[config.mk]
export PLATFORM = sky130hd
export DESIGN_NAME = mfp_ahb_lite_response_mux
export DESIGN_NICKNAME = d
export VERILOG_FILES = /design/src/logic/mfp_ahb_pkg.sv /design/src/logic/mfp_ahb_lite_response_mux.sv
export SDC_FILE = /design/constraint.sdc
export NUM_CORES = 1
export LEC_CHECK = 0
export BUFFER_PORTS_ARGS = -buffer_cell sky130_fd_sc_hd__buf_4
export CELL_PAD_IN_SITES_DETAIL_PLACEMENT = 1
export CELL_PAD_IN_SITES_GLOBAL_PLACEMENT = 1
export CORE_MARGIN = 2
export CORE_UTILIZATION = 19
export DETAILED_ROUTE_END_ITERATION = 8
export GPL_TIMING_DRIVEN = 0
export PLACE_DENSITY_LB_ADDON = 0.15
export REMOVE_ABC_BUFFERS = 1
export SLEW_MARGIN = 5
export SYNTH_ARGS = -nofsm -noshare
export SYNTH_HDL_FRONTEND = slang
export SYNTH_SLANG_ARGS = --single-unit
[constraint.sdc]
create_clock -name hclk -period 1.39 [get_ports hclk]
set_clock_uncertainty 0.15 [all_clocks]
set_input_delay 0.139 -clock hclk [delete_from_list [all_inputs] [get_ports hclk]]
set_output_delay 0.139 -clock hclk [all_outputs]
set_load 0.01 [all_outputs]
[src/logic/mfp_ahb_pkg.sv]
package mfp_ahb_pkg;

    // --------------------
    // Bus words and codes
    // --------------------

    typedef logic [31:0] ahb_word_t;

    localparam logic [1:0] HTRANS_IDLE   = 2'b00;
    localparam logic [1:0] HTRANS_BUSY   = 2'b01;
    localparam logic [1:0] HTRANS_NONSEQ = 2'b10;
    localparam logic [1:0] HTRANS_SEQ    = 2'b11;

    localparam logic [2:0] HSIZE_BYTE = 3'b000;
    localparam logic [2:0] HSIZE_HALF = 3'b001;
    localparam logic [2:0] HSIZE_WORD = 3'b010;

    // Two decodings of the same HADDR
    typedef struct packed {
        logic [2:0]  seg;      // Kseg bits, ignored by the decoder
        logic [6:0]  page;     // 4 MB pages
        logic [21:0] offset;
    } ahb_page_view_t;

    typedef struct packed {
        logic [2:0]  seg;
        logic [2:0]  window;   // 64 MB windows
        logic [25:0] offset;
    } ahb_ram_view_t;

    typedef union packed {
        ahb_page_view_t page_view;
        ahb_ram_view_t  ram_view;
    } ahb_addr_u;

    // --------------------
    // Memory map
    // --------------------

    localparam logic [6:0] RESET_RAM_PAGE = 7'h7f;  // 0x1fc00000
    localparam logic [6:0] GPIO_PAGE      = 7'h7e;  // 0x1f800000
    localparam logic [2:0] RAM_WINDOW     = 3'b000; // 0x00000000

    localparam int RESET_RAM_ADDR_WIDTH = 8;
    localparam int RAM_ADDR_WIDTH       = 10;

    localparam int N_DEVICES     = 3;
    localparam int DEV_RESET_RAM = 0;
    localparam int DEV_RAM       = 1;
    localparam int DEV_GPIO      = 2;
    localparam int DEV_NONE      = 3;  // Unmapped, answered with ERROR

    typedef logic [N_DEVICES:0] dev_sel_t;

    typedef struct packed {
        ahb_addr_u  haddr;
        logic [1:0] htrans;
        logic [2:0] hsize;
        logic       hwrite;
    } ahb_req_t;

    typedef struct packed {
        ahb_word_t hrdata;
        logic      hready;
        logic      hresp;
    } ahb_rsp_t;

    // --------------------
    // GPIO
    // --------------------

    localparam int N_SWITCHES   = 10;
    localparam int N_BUTTONS    = 4;
    localparam int N_RED_LEDS   = 10;
    localparam int N_GREEN_LEDS = 8;
    localparam int HEX_WIDTH    = 24;

    typedef struct packed {
        logic [N_SWITCHES-1:0] switches;
        logic [N_BUTTONS-1:0]  buttons;
    } gpio_in_t;

    typedef struct packed {
        logic [N_RED_LEDS-1:0]   red_leds;
        logic [N_GREEN_LEDS-1:0] green_leds;
        logic [HEX_WIDTH-1:0]    hex;
    } gpio_out_t;

    // Word offsets, HADDR[5:2]
    localparam logic [3:0] GPIO_RED      = 4'd0;
    localparam logic [3:0] GPIO_GREEN    = 4'd1;
    localparam logic [3:0] GPIO_HEX      = 4'd2;
    localparam logic [3:0] GPIO_SWITCHES = 4'd3;
    localparam logic [3:0] GPIO_BUTTONS  = 4'd4;

endpackage

[src/logic/mfp_ahb_lite_response_mux.sv]
module mfp_ahb_lite_response_mux
    import mfp_ahb_pkg::*;
(
    input  logic      hclk,
    input  logic      rst_n,
    input  dev_sel_t  sel,
    input  ahb_word_t rdata_reset_ram,
    input  ahb_word_t rdata_ram,
    input  ahb_word_t rdata_gpio,
    output ahb_rsp_t  rsp
);

    dev_sel_t  sel_r;     // Data phase select
    logic      err_last;  // Second cycle of the ERROR response
    logic      hready;
    ahb_word_t hrdata;

    // --------------------
    // Data phase tracking
    // --------------------

    always_ff @(posedge hclk) begin
        if (!rst_n) begin
            sel_r <= '0;
        end else if (hready) begin
            sel_r <= sel;
        end
    end

    always_ff @(posedge hclk) begin
        if (!rst_n) begin
            err_last <= 1'b0;
        end else begin
            err_last <= sel_r[DEV_NONE] && !err_last;
        end
    end

    // First error cycle stalls the master, second one completes it
    assign hready = !(sel_r[DEV_NONE] && !err_last);

    // --------------------
    // Read data
    // --------------------

    always_comb begin
        hrdata = '0;  // Idle and error cycles
        if (sel_r[DEV_RESET_RAM]) begin
            hrdata = rdata_reset_ram;
        end else if (sel_r[DEV_RAM]) begin
            hrdata = rdata_ram;
        end else if (sel_r[DEV_GPIO]) begin
            hrdata = rdata_gpio;
        end
    end

    always_comb begin
        rsp.hrdata = hrdata;
        rsp.hready = hready;
        rsp.hresp  = sel_r[DEV_NONE];
    end

endmodule

==> flow_summary_export.csv <==
group,metric,value,unit
status,violations,"negative setup slack",
placement,numPortBuffers,135,
timing,relSlewSlack,0.7402,
layout,finalNetCount,370,
global_routing,grt_usage,0.1636,
min_path,hp-start,"rst_n",
floorplan,die_y,78.42,um
clock_network,htree_levels,1,
min_path,hold_depth,2,
timing,setup_tns,-10.36,ns
global_routing,overflow,0,
timing,fin_crit_sh,1.255,
layout,area_growth,126.8,%
layout,design_area,2386,um^2
clock_network,clock_latency,0.22,ns
timing,hold_violations,0,
power,vdd_drop_max,0.0004219,V
floorplan,io_pins,136,
worst_setup_path,start_kind,"flop",
clock_network,clkTransAtPathRegs,0.04,ns
yosys,syn_avg_cell_area,8.094,um^2
worst_setup_path,cpLargestDelayFamily,"buffers and inverters",
global_routing,grt_pass1_vias,1568,
min_path,hold_path_end,"err_last",
worst_setup_path,cpPeakStageDelay,0.35,ns
clock_network,cts_tree,"done",
global_routing,antenna_found_initial,0,
worst_setup_path,crit_cells,7,
clock_network,clkSinkCount,5,
clock_network,clock_path_buffers,2,
worst_setup_path,r2r_cells,3,
floorplan,rows,27,
power,leakage,0.001244,uW
routing,via_per_inst,4.504,
routing,dr.first_iter.drc_count,26,
yosys,ys_seq_elements,5,
worst_setup_path,cp.arrival,1.46,ns
yosys,yosysTopAreaCellShare,0.4281,
placement,dpl_cell_area,2083,um^2
timing,rsz0062_at_grt,"true",
timing,fmax,0.5732,GHz
routing,num_vias,1527,
routing,postRouteAntennaNets,0,
floorplan,die_area,6150,um^2
power,pwr-share-seq,0.131,
worst_setup_path,cp_num_buf_inv,4,
yosys,ys_seq_area_frac,0.09512,
yosys,synth_area_leaders,"a221oi_2, a21oi_1, inv_1",
timing,finalSetupViolCount,32,
power,p_per_area,581.9,nW/um^2
worst_setup_path,end_kind,"output port",
timing,finalCriticalPeriod,1.745,ns
floorplan,fp.dieW,78.42,um
power,netSwitchingFraction,0.3397,
status,status,"finished with violations",
layout,antenna_cells,0,
worst_setup_path,required,1.10,ns
yosys,syn-cell-area,1052,um^2
global_routing,grt_pass1_wl,7990,um
timing,slew_viol_final,0,
worst_setup_path,cp_slowest_cell,"dfxtp_4",
yosys,yosys.area.top_type,"a221oi_2",
worst_setup_path,r2r_slack,0.13,ns
layout,nFillCells,653,
layout,drive_gt1_frac,0.7041,
placement,gp_congestion,0.6819,
power,pwr-share-clk,0.192,
power,switching_power,471.6,uW
worst_setup_path,crit_path_cell_trace,"buf_12 > nor2b_4 > buf_6 > buf_16 > a221oi_2 > a21oi_1 > buf_4",
flow_run,timing.max_cap.violations,0,
power,p_int,916.9,uW
yosys,synth_cell_types,14,
min_path,hold_path_class,"input port to flop",
yosys,synthCells,130,
placement,post-dp-hpwl,3561,um
routing,dr.pass1.iters,2,
floorplan,coreArea,5439,um^2
global_routing,grt_max_degree,33,
worst_setup_path,worstSetupPathType,"flop to output port",
floorplan,start_util,0.1935,
routing,drc,0,
routing,totalWireLength,5377,um
worst_setup_path,rr_startpoint,"sel_r[0]",
power,pwr-share-comb,0.677,
clock_network,clockRootBuffer,"clkbuf_8",
yosys,yosysWarningCount,0,
worst_setup_path,worstPathMaxFanout,6,
timing,tightest_slew,0.3897,ns
routing,wl_per_cell,15.86,um
worst_setup_path,reg2reg_to,"sel_r[0]",
clock_network,cts_inserted_buffers,3,
timing,setup_ws,-0.3547,ns
## flip-flops by register name, summed over array words and instances (netlist names)
| register | flops |
|---|---|
| sel_r | 4 |
| err_last | 1 |
## cell families after synthesis
kind of cell	share of synthesized area
AO/OA/AOI/OAI	0.6040
buffers and inverters	0.2342
flip-flops	0.09513
multiplexers	0.02854
AND/OR/NAND/NOR	0.03805
## power by group through the flow
stage	Sequential [uW]	Combinational [uW]	Clock, uW
CTS	181	949	273
global route	183	1010	302
detailed placement	219	785	0
floorplan	217	304	0
finish	182	939	267
global placement	240	754	0
## Yosys cell counts, drive strengths merged
| cell | instances |
|---|---|
| dfxtp | 5 |
| mux2i | 3 |
| inv | 33 |
| clkbuf | 3 |
| and2 | 1 |
| buf | 15 |
| o21a | 1 |
| a221oi | 32 |
| a21oi | 32 |
| nor2b | 5 |
## repair_timing
item / 4_1_cts / 5_1_grt
resized for setup: 10 / 1
setup buffers: 9 / 0
endpoints found under the setup margin: 34 / 33
cloned: 4 / 0
endpoints found under the hold margin: 1 / 0
pin swaps: 1 / 0
hold buffers: 1 / 0
## cells in the final DEF (no fill, tap or decap)
master / Yosys / routed
buf_4: 2 / 140
inv_1: 33 / 33
a21oi_1: 32 / 32
a221oi_2: 30 / 31
buf_16: 0 / 4
buf_12: 0 / 4
mux2i_1: 3 / 3
nor2b_1: 4 / 3
clkbuf_8: 0 / 3
dfxtp_1: 5 / 3
nor2b_4: 0 / 2
dfxtp_4: 0 / 2
a221oi_1: 2 / 1
o21a_1: 1 / 1
and2_1: 1 / 1
clkbuf_1: 3 / 1
bufbuf_16: 0 / 1
dlygate4sd3_1: 0 / 1
buf_6: 5 / 1
## worst max-delay path by stage
stage / startpoint / end
floorplan: sel_r[1] / rsp[2]
global placement: sel_r[1] / rsp[2]
global route: sel_r[1] / rsp[16]
finish: sel_r[1] / rsp[16]
CTS: sel_r[1] / rsp[17]
detailed placement: sel_r[1] / rsp[2]
## per-layer routing
layer / track usage / share of wire / wire length [um]
met2: 0.3112 / 0.53 / 2860
met1: 0.1888 / 0.39 / 2117
met3: 0.03103 / 0.069 / 372
met5: 0 / 0 / 0
met4: 0.03333 / 0.0050 / 27
## through the flow
| stage | setup WS [ns] | cells | hold slack (ns) | utilization | power (uW) |
|---|---|---|---|---|---|
| 6_report | -0.3547 | 339 | 0.01165 | 0.4387 | 1389 |
| 3_3_place_gp | -2.404 | 319 | 0.2015 | 0.3738 | 994.7 |
| 2_1_floorplan | -1.443 | 112 | 0.1068 | - | 521.0 |
| 5_1_grt | -0.4573 | 339 | 0.01994 | 0.4387 | 1499 |
| 3_5_place_dp | -0.6220 | 321 | 0.2297 | 0.3830 | 1004 |
| 4_1_cts | -0.3605 | 339 | 0.01159 | 0.4378 | 1403 |
## cell type report
cell class              count  area, um^2  area share
inverters                  33       123.9     0.05191
flip-flops and latches      5       107.6     0.04510
well taps                  72       90.09     0.03776
repair buffers            151        1295      0.5427
clock buffers               4       45.04     0.01888
multi-input cells          74       724.4      0.3036
(Power assumes the default switching activity.)
