**config.mk**
```make
export PLATFORM = sky130hd
export DESIGN_NAME = mfp_ahb_gpio_slave
export DESIGN_NICKNAME = d
export VERILOG_FILES = /design/src/logic/mfp_ahb_pkg.sv /design/src/logic/mfp_ahb_gpio_slave.sv
export SDC_FILE = /design/constraint.sdc
export NUM_CORES = 1
export LEC_CHECK = 0
export ABC_AREA = 0
export BUFFER_PORTS_ARGS = -buffer_cell sky130_fd_sc_hd__buf_2
export CAP_MARGIN = 25
export CORE_MARGIN = 2
export CORE_UTILIZATION = 40
export CTS_CLUSTER_DIAMETER = 120
export DETAILED_ROUTE_END_ITERATION = 10
export HOLD_SLACK_MARGIN = 0.1
export PLACE_DENSITY = 0.74
export SKIP_CTS_REPAIR_TIMING = 1
export SLEW_MARGIN = 20
export SYNTH_ARGS = -nofsm -noshare
export SYNTH_HDL_FRONTEND = slang
export SYNTH_SLANG_ARGS = --single-unit
```
**constraint.sdc**
```tcl
create_clock -name hclk -period 1.55 [get_ports hclk]
set_input_delay 0.155 -clock hclk [delete_from_list [all_inputs] [get_ports hclk]]
set_output_delay 0.155 -clock hclk [all_outputs]
set_load 0.005 [all_outputs]
```
**src/logic/mfp_ahb_pkg.sv**
```systemverilog
package mfp_ahb_pkg;

    // --------------------
    // Bus words and codes
    // --------------------

    typedef logic [31:0] ahb_word_t;

    localparam logic [1:0] HTRANS_IDLE   = 2'b00;
    localparam logic [1:0] HTRANS_BUSY   = 2'b01;
    localparam logic [1:0] HTRANS_NONSEQ = 2'b10;
    localparam logic [1:0] HTRANS_SEQ    = 2'b11;

    localparam logic [2:0] HSIZE_BYTE = 3'b000;
    localparam logic [2:0] HSIZE_HALF = 3'b001;
    localparam logic [2:0] HSIZE_WORD = 3'b010;

    // Two decodings of the same HADDR
    typedef struct packed {
        logic [2:0]  seg;      // Kseg bits, ignored by the decoder
        logic [6:0]  page;     // 4 MB pages
        logic [21:0] offset;
    } ahb_page_view_t;

    typedef struct packed {
        logic [2:0]  seg;
        logic [2:0]  window;   // 64 MB windows
        logic [25:0] offset;
    } ahb_ram_view_t;

    typedef union packed {
        ahb_page_view_t page_view;
        ahb_ram_view_t  ram_view;
    } ahb_addr_u;

    // --------------------
    // Memory map
    // --------------------

    localparam logic [6:0] RESET_RAM_PAGE = 7'h7f;  // 0x1fc00000
    localparam logic [6:0] GPIO_PAGE      = 7'h7e;  // 0x1f800000
    localparam logic [2:0] RAM_WINDOW     = 3'b000; // 0x00000000

    localparam int RESET_RAM_ADDR_WIDTH = 8;
    localparam int RAM_ADDR_WIDTH       = 10;

    localparam int N_DEVICES     = 3;
    localparam int DEV_RESET_RAM = 0;
    localparam int DEV_RAM       = 1;
    localparam int DEV_GPIO      = 2;
    localparam int DEV_NONE      = 3;  // Unmapped, answered with ERROR

    typedef logic [N_DEVICES:0] dev_sel_t;

    typedef struct packed {
        ahb_addr_u  haddr;
        logic [1:0] htrans;
        logic [2:0] hsize;
        logic       hwrite;
    } ahb_req_t;

    typedef struct packed {
        ahb_word_t hrdata;
        logic      hready;
        logic      hresp;
    } ahb_rsp_t;

    // --------------------
    // GPIO
    // --------------------

    localparam int N_SWITCHES   = 10;
    localparam int N_BUTTONS    = 4;
    localparam int N_RED_LEDS   = 10;
    localparam int N_GREEN_LEDS = 8;
    localparam int HEX_WIDTH    = 24;

    typedef struct packed {
        logic [N_SWITCHES-1:0] switches;
        logic [N_BUTTONS-1:0]  buttons;
    } gpio_in_t;

    typedef struct packed {
        logic [N_RED_LEDS-1:0]   red_leds;
        logic [N_GREEN_LEDS-1:0] green_leds;
        logic [HEX_WIDTH-1:0]    hex;
    } gpio_out_t;

    // Word offsets, HADDR[5:2]
    localparam logic [3:0] GPIO_RED      = 4'd0;
    localparam logic [3:0] GPIO_GREEN    = 4'd1;
    localparam logic [3:0] GPIO_HEX      = 4'd2;
    localparam logic [3:0] GPIO_SWITCHES = 4'd3;
    localparam logic [3:0] GPIO_BUTTONS  = 4'd4;

endpackage

```
**src/logic/mfp_ahb_gpio_slave.sv**
```systemverilog
module mfp_ahb_gpio_slave
    import mfp_ahb_pkg::*;
(
    input  logic      hclk,
    input  logic      rst_n,
    input  ahb_req_t  req,
    input  logic      sel,
    input  logic      hready,
    input  ahb_word_t hwdata,
    input  gpio_in_t  io_in,
    output gpio_out_t io_out,
    output ahb_word_t rdata
);

    logic       accept;
    logic [3:0] offset;

    logic       wr_pending;
    logic [3:0] wr_offset;
    logic [3:0] rd_offset;
    gpio_in_t   in_q;       // Inputs seen at the address phase

    logic [N_RED_LEDS-1:0]   red_q;
    logic [N_GREEN_LEDS-1:0] green_q;
    logic [HEX_WIDTH-1:0]    hex_q;

    assign accept = sel && hready;
    assign offset = req.haddr.page_view.offset[5:2];

    // --------------------
    // Address phase
    // --------------------

    always_ff @(posedge hclk) begin
        if (!rst_n) begin
            wr_pending <= 1'b0;
        end else if (hready) begin
            wr_pending <= accept && req.hwrite;
        end
    end

    always_ff @(posedge hclk) begin
        if (accept) begin
            wr_offset <= offset;
            rd_offset <= offset;
            in_q      <= io_in;
        end
    end

    // --------------------
    // Output registers
    // --------------------

    always_ff @(posedge hclk) begin
        if (!rst_n) begin
            red_q   <= '0;
            green_q <= '0;
            hex_q   <= '0;
        end else if (wr_pending && hready) begin
            case (wr_offset)
                GPIO_RED:   red_q   <= hwdata[N_RED_LEDS-1:0];
                GPIO_GREEN: green_q <= hwdata[N_GREEN_LEDS-1:0];
                GPIO_HEX:   hex_q   <= hwdata[HEX_WIDTH-1:0];
                default:    ;  // Inputs are read only
            endcase
        end
    end

    assign io_out.red_leds   = red_q;
    assign io_out.green_leds = green_q;
    assign io_out.hex        = hex_q;

    // Read data, zero extended
    always_comb begin
        rdata = '0;
        case (rd_offset)
            GPIO_RED:      rdata[N_RED_LEDS-1:0]   = red_q;
            GPIO_GREEN:    rdata[N_GREEN_LEDS-1:0] = green_q;
            GPIO_HEX:      rdata[HEX_WIDTH-1:0]    = hex_q;
            GPIO_SWITCHES: rdata[N_SWITCHES-1:0]   = in_q.switches;
            GPIO_BUTTONS:  rdata[N_BUTTONS-1:0]    = in_q.buttons;
            default:       rdata = '0;
        endcase
    end

endmodule

```
==> flow_summary.json <==
{
  "p_comb_share_pct": 12.6,
  "dp.cells": 497,
  "rsz0062_at_grt": "true",
  "p_leak_nw": 1.91,
  "setup_ws_ns": -0.411,
  "swShare_pct": 23.4,
  "wirelength_microns": 9030,
  "ys_warn_count": 0,
  "drt-initial-drc-count": 205,
  "slew_headroom_pct": 56.9,
  "drv.max_cap_violation_count": 0,
  "gp_congestion": 0.912,
  "start_util_pct": 40.5,
  "core_area_sq_mm": 0.00714,
  "synth-seq-cells": 61,
  "path_max_fanout": 6,
  "crit_family": "compound AO/OA/AOI/OAI gates",
  "syn2layout_area_growth_pct": 54.8,
  "dr.pass1.iters": 5,
  "cts_buffer_depth": 2,
  "antennaDiodeCount": 0,
  "dieArea_sq_mm": 0.00793,
  "hold_viol": 0,
  "synth_area_sq_mm": 0.00289,
  "worst-r2r-setup-slack_ns": -0.31,
  "fp.dieH_microns": 89.0,
  "slowest_stage": "edfxtp_1",
  "crit_required_ns": 1.39,
  "min_period_ns": 1.96,
  "critPathArrivalTime_ns": 1.81,
  "critical_path_class": "flop to primary output",
  "cts_sinks": 61,
  "drive_gt1_share_pct": 40.6,
  "rr_worst_depth": 5,
  "ir_drop_v": 0.000497,
  "crit_buf_inv": 2,
  "maxSlewViolCount": 0,
  "cp-end-kind": "primary output",
  "clk_latency_ns": 0.34,
  "grt_pass1_vias": 2357,
  "via_count": 2861,
  "grt_max_degree": 44,
  "grt_overflow": 0,
  "tightest_slew_ns": 0.646,
  "ys_async_sr_fraction_pct": 0,
  "nets": 546,
  "min_from": "hwdata[15]",
  "synth_enable_flop_cells": 18,
  "status": "finished, violations left",
  "fillers": 594,
  "root_buffer": "clkbuf_8",
  "setup_viol": 48,
  "r2r-end": "hex_q[6]",
  "grt_usage_pct": 20.2,
  "htree_levels": 3,
  "die-width_microns": 89.0,
  "ys_seq_area_share_pct": 48.4,
  "design_area_sq_mm": 0.00448,
  "r2r_start": "rd_offset[0]",
  "postLayoutCoreUtil_pct": 62.7,
  "path_cells": "buf_12 > and2_4 > a22o_1 > a221o_1 > buf_2",
  "whs_path_depth": 3,
  "intPower_mw": 2.84,
  "max_freq_ghz": 0.510,
  "power_density_mw_per_mm2": 829,
  "io_pins": 162,
  "numCtsBuffers": 9,
  "routedWlPerCell_microns": 16.1,
  "min_period_over_period_pct": 127,
  "cts_tree": "built",
  "avgSynthCellArea_sq_um": 10.0,
  "hold_ws_ns": 0.0701,
  "num_rows": 31,
  "path_clk_slew_ns": 0.07,
  "avgViaCountPerCell": 5.09,
  "route.detailed.drc": 0,
  "cp-start-kind": "flop",
  "hpwl_microns": 5490,
  "drtAntennaViolNets": 0,
  "synthFlopType": "dfxtp_1",
  "whs_endpoint": "hex_q[15]",
  "synthCells": 288,
  "power.share.clock_pct": 41.6,
  "violations": "setup timing",
  "min_path_type": "input port to flop",
  "synth_cell_types": 32,
  "fin_cells": 562,
  "antenna_found_initial": 0,
  "grt_pass1_wl_microns": 12000,
  "switching_power_mw": 0.869,
  "power_frac_seq_pct": 45.7,
  "critPathMaxStageDelay_ns": 0.45,
  "io_buffers": 112,
  "post_dp_cell_area_sq_mm": 0.00364,
  "finClkSkew_ns": 0.00633
}
==> cell type report <==
class / instances / area (sq um) / area share (%)
clock buffer: 9 / 124 / 2.77
multi-input combinational: 198 / 1380 / 30.9
tap: 99 / 124 / 2.77
clock inverter: 7 / 90.1 / 2.01
sequential: 61 / 1400 / 31.3
timing repair buffer: 188 / 1350 / 30.2
==> routing by layer <==
| metal | track usage (%) | wire [microns] | vias to the layer above |
|---|---|---|---|
| met2 | 32.9 | 4480 | 129 |
| li1 | - | - | 1381 |
| met3 | 3.79 | 519 | 16 |
| met1 | 26.7 | 3810 | 1335 |
| met4 | 7.60 | 221 | 0 |
| met5 | 0 | 0 | - |
==> cell usage in the layout, fill, tap and decap left out, drive strengths merged <==
master       count
o21ai           42
dfxtp           43
and2            21
nor2             2
a21boi          43
and4bb           1
clkinvlp         1
nand2            2
nor4b            1
nor3             2
clkbuf          12
nor2b            1
mux4             4
buf            149
a221o            4
nand2b           2
nand3b           8
or2              1
a22o             4
edfxtp          18
conb             8
nand4bb          1
mux2i            2
a211oi           4
clkinv           4
bufinv           2
a2bb2oi          2
or4b             1
dlygate4sd3     36
nand3           42
==> worst min-delay path: stages <==
cell and delay [ns]:
buf_2 0.09, nand3_1 0.06, a21boi_1 0.05
==> sequential cells by signal, indices dropped and copies added, names as in the netlist <==
signal and cells:
green_q 8, hex_q 24, in_q 14, rd_offset 4, red_q 10, wr_pending 1
==> cells in the mapped netlist, types with 3 or more instances <==
cell type	number	share of area, %
edfxtp_1	18	19
a22o_1	4	1.2
clkbuf_1	13	1.7
a211oi_1	4	1.0
o21ai_0	22	3.8
buf_2	8	1.4
nand3_1	42	7.3
dfxtp_1	43	30
mux4_2	3	2.3
buf_4	12	3.1
o21ai_1	20	3.5
a21boi_0	12	3.1
and2_1	21	4.5
nand3b_1	8	2.1
a21boi_1	31	8.0
a221o_1	4	1.4
==> through the flow <==
step	worst slack (ns)	total power [mW]	TNS, ns
2_1_floorplan	0.0335	1.90	0
3_3_place_gp	-0.0852	2.04	-1.89
3_5_place_dp	-0.122	2.05	-2.71
4_1_cts	-0.463	3.58	-11.64
5_1_grt	-0.458	3.85	-18.32
6_report	-0.411	3.71	-15.01
==> worst max-delay path by stage <==
stage                       from        end  cells after the start
CTS                 rd_offset[1]   rdata[3]                      4
finish              rd_offset[0]   rdata[3]                      5
global route        rd_offset[3]  rdata[22]                      5
floorplan           rd_offset[0]   rdata[0]                      5
detailed placement  rd_offset[0]   hex_q[1]                      4
global placement    rd_offset[0]   hex_q[1]                      4
==> kinds of logic after synthesis <==
| kind of cell | synth area share [%] |
|---|---|
| muxes | 3.94 |
| and+or+nand+nor | 17.7 |
| other | 0.130 |
| buffers and inverters | 7.09 |
| AOI/OAI and AO/OA | 22.7 |
| DFF | 48.4 |
==> power by group through the flow <==
stage                     registers [mW]  clock network (mW)  logic [mW]
after floorplan                     1.73                   0       0.169
after global placement              1.73                   0       0.308
after detailed placement            1.73                   0       0.313
after CTS                           1.70                1.57       0.314
after global routing                1.70                1.65       0.502
final                               1.70                1.55       0.470
Power figures use the tool's default switching activity.
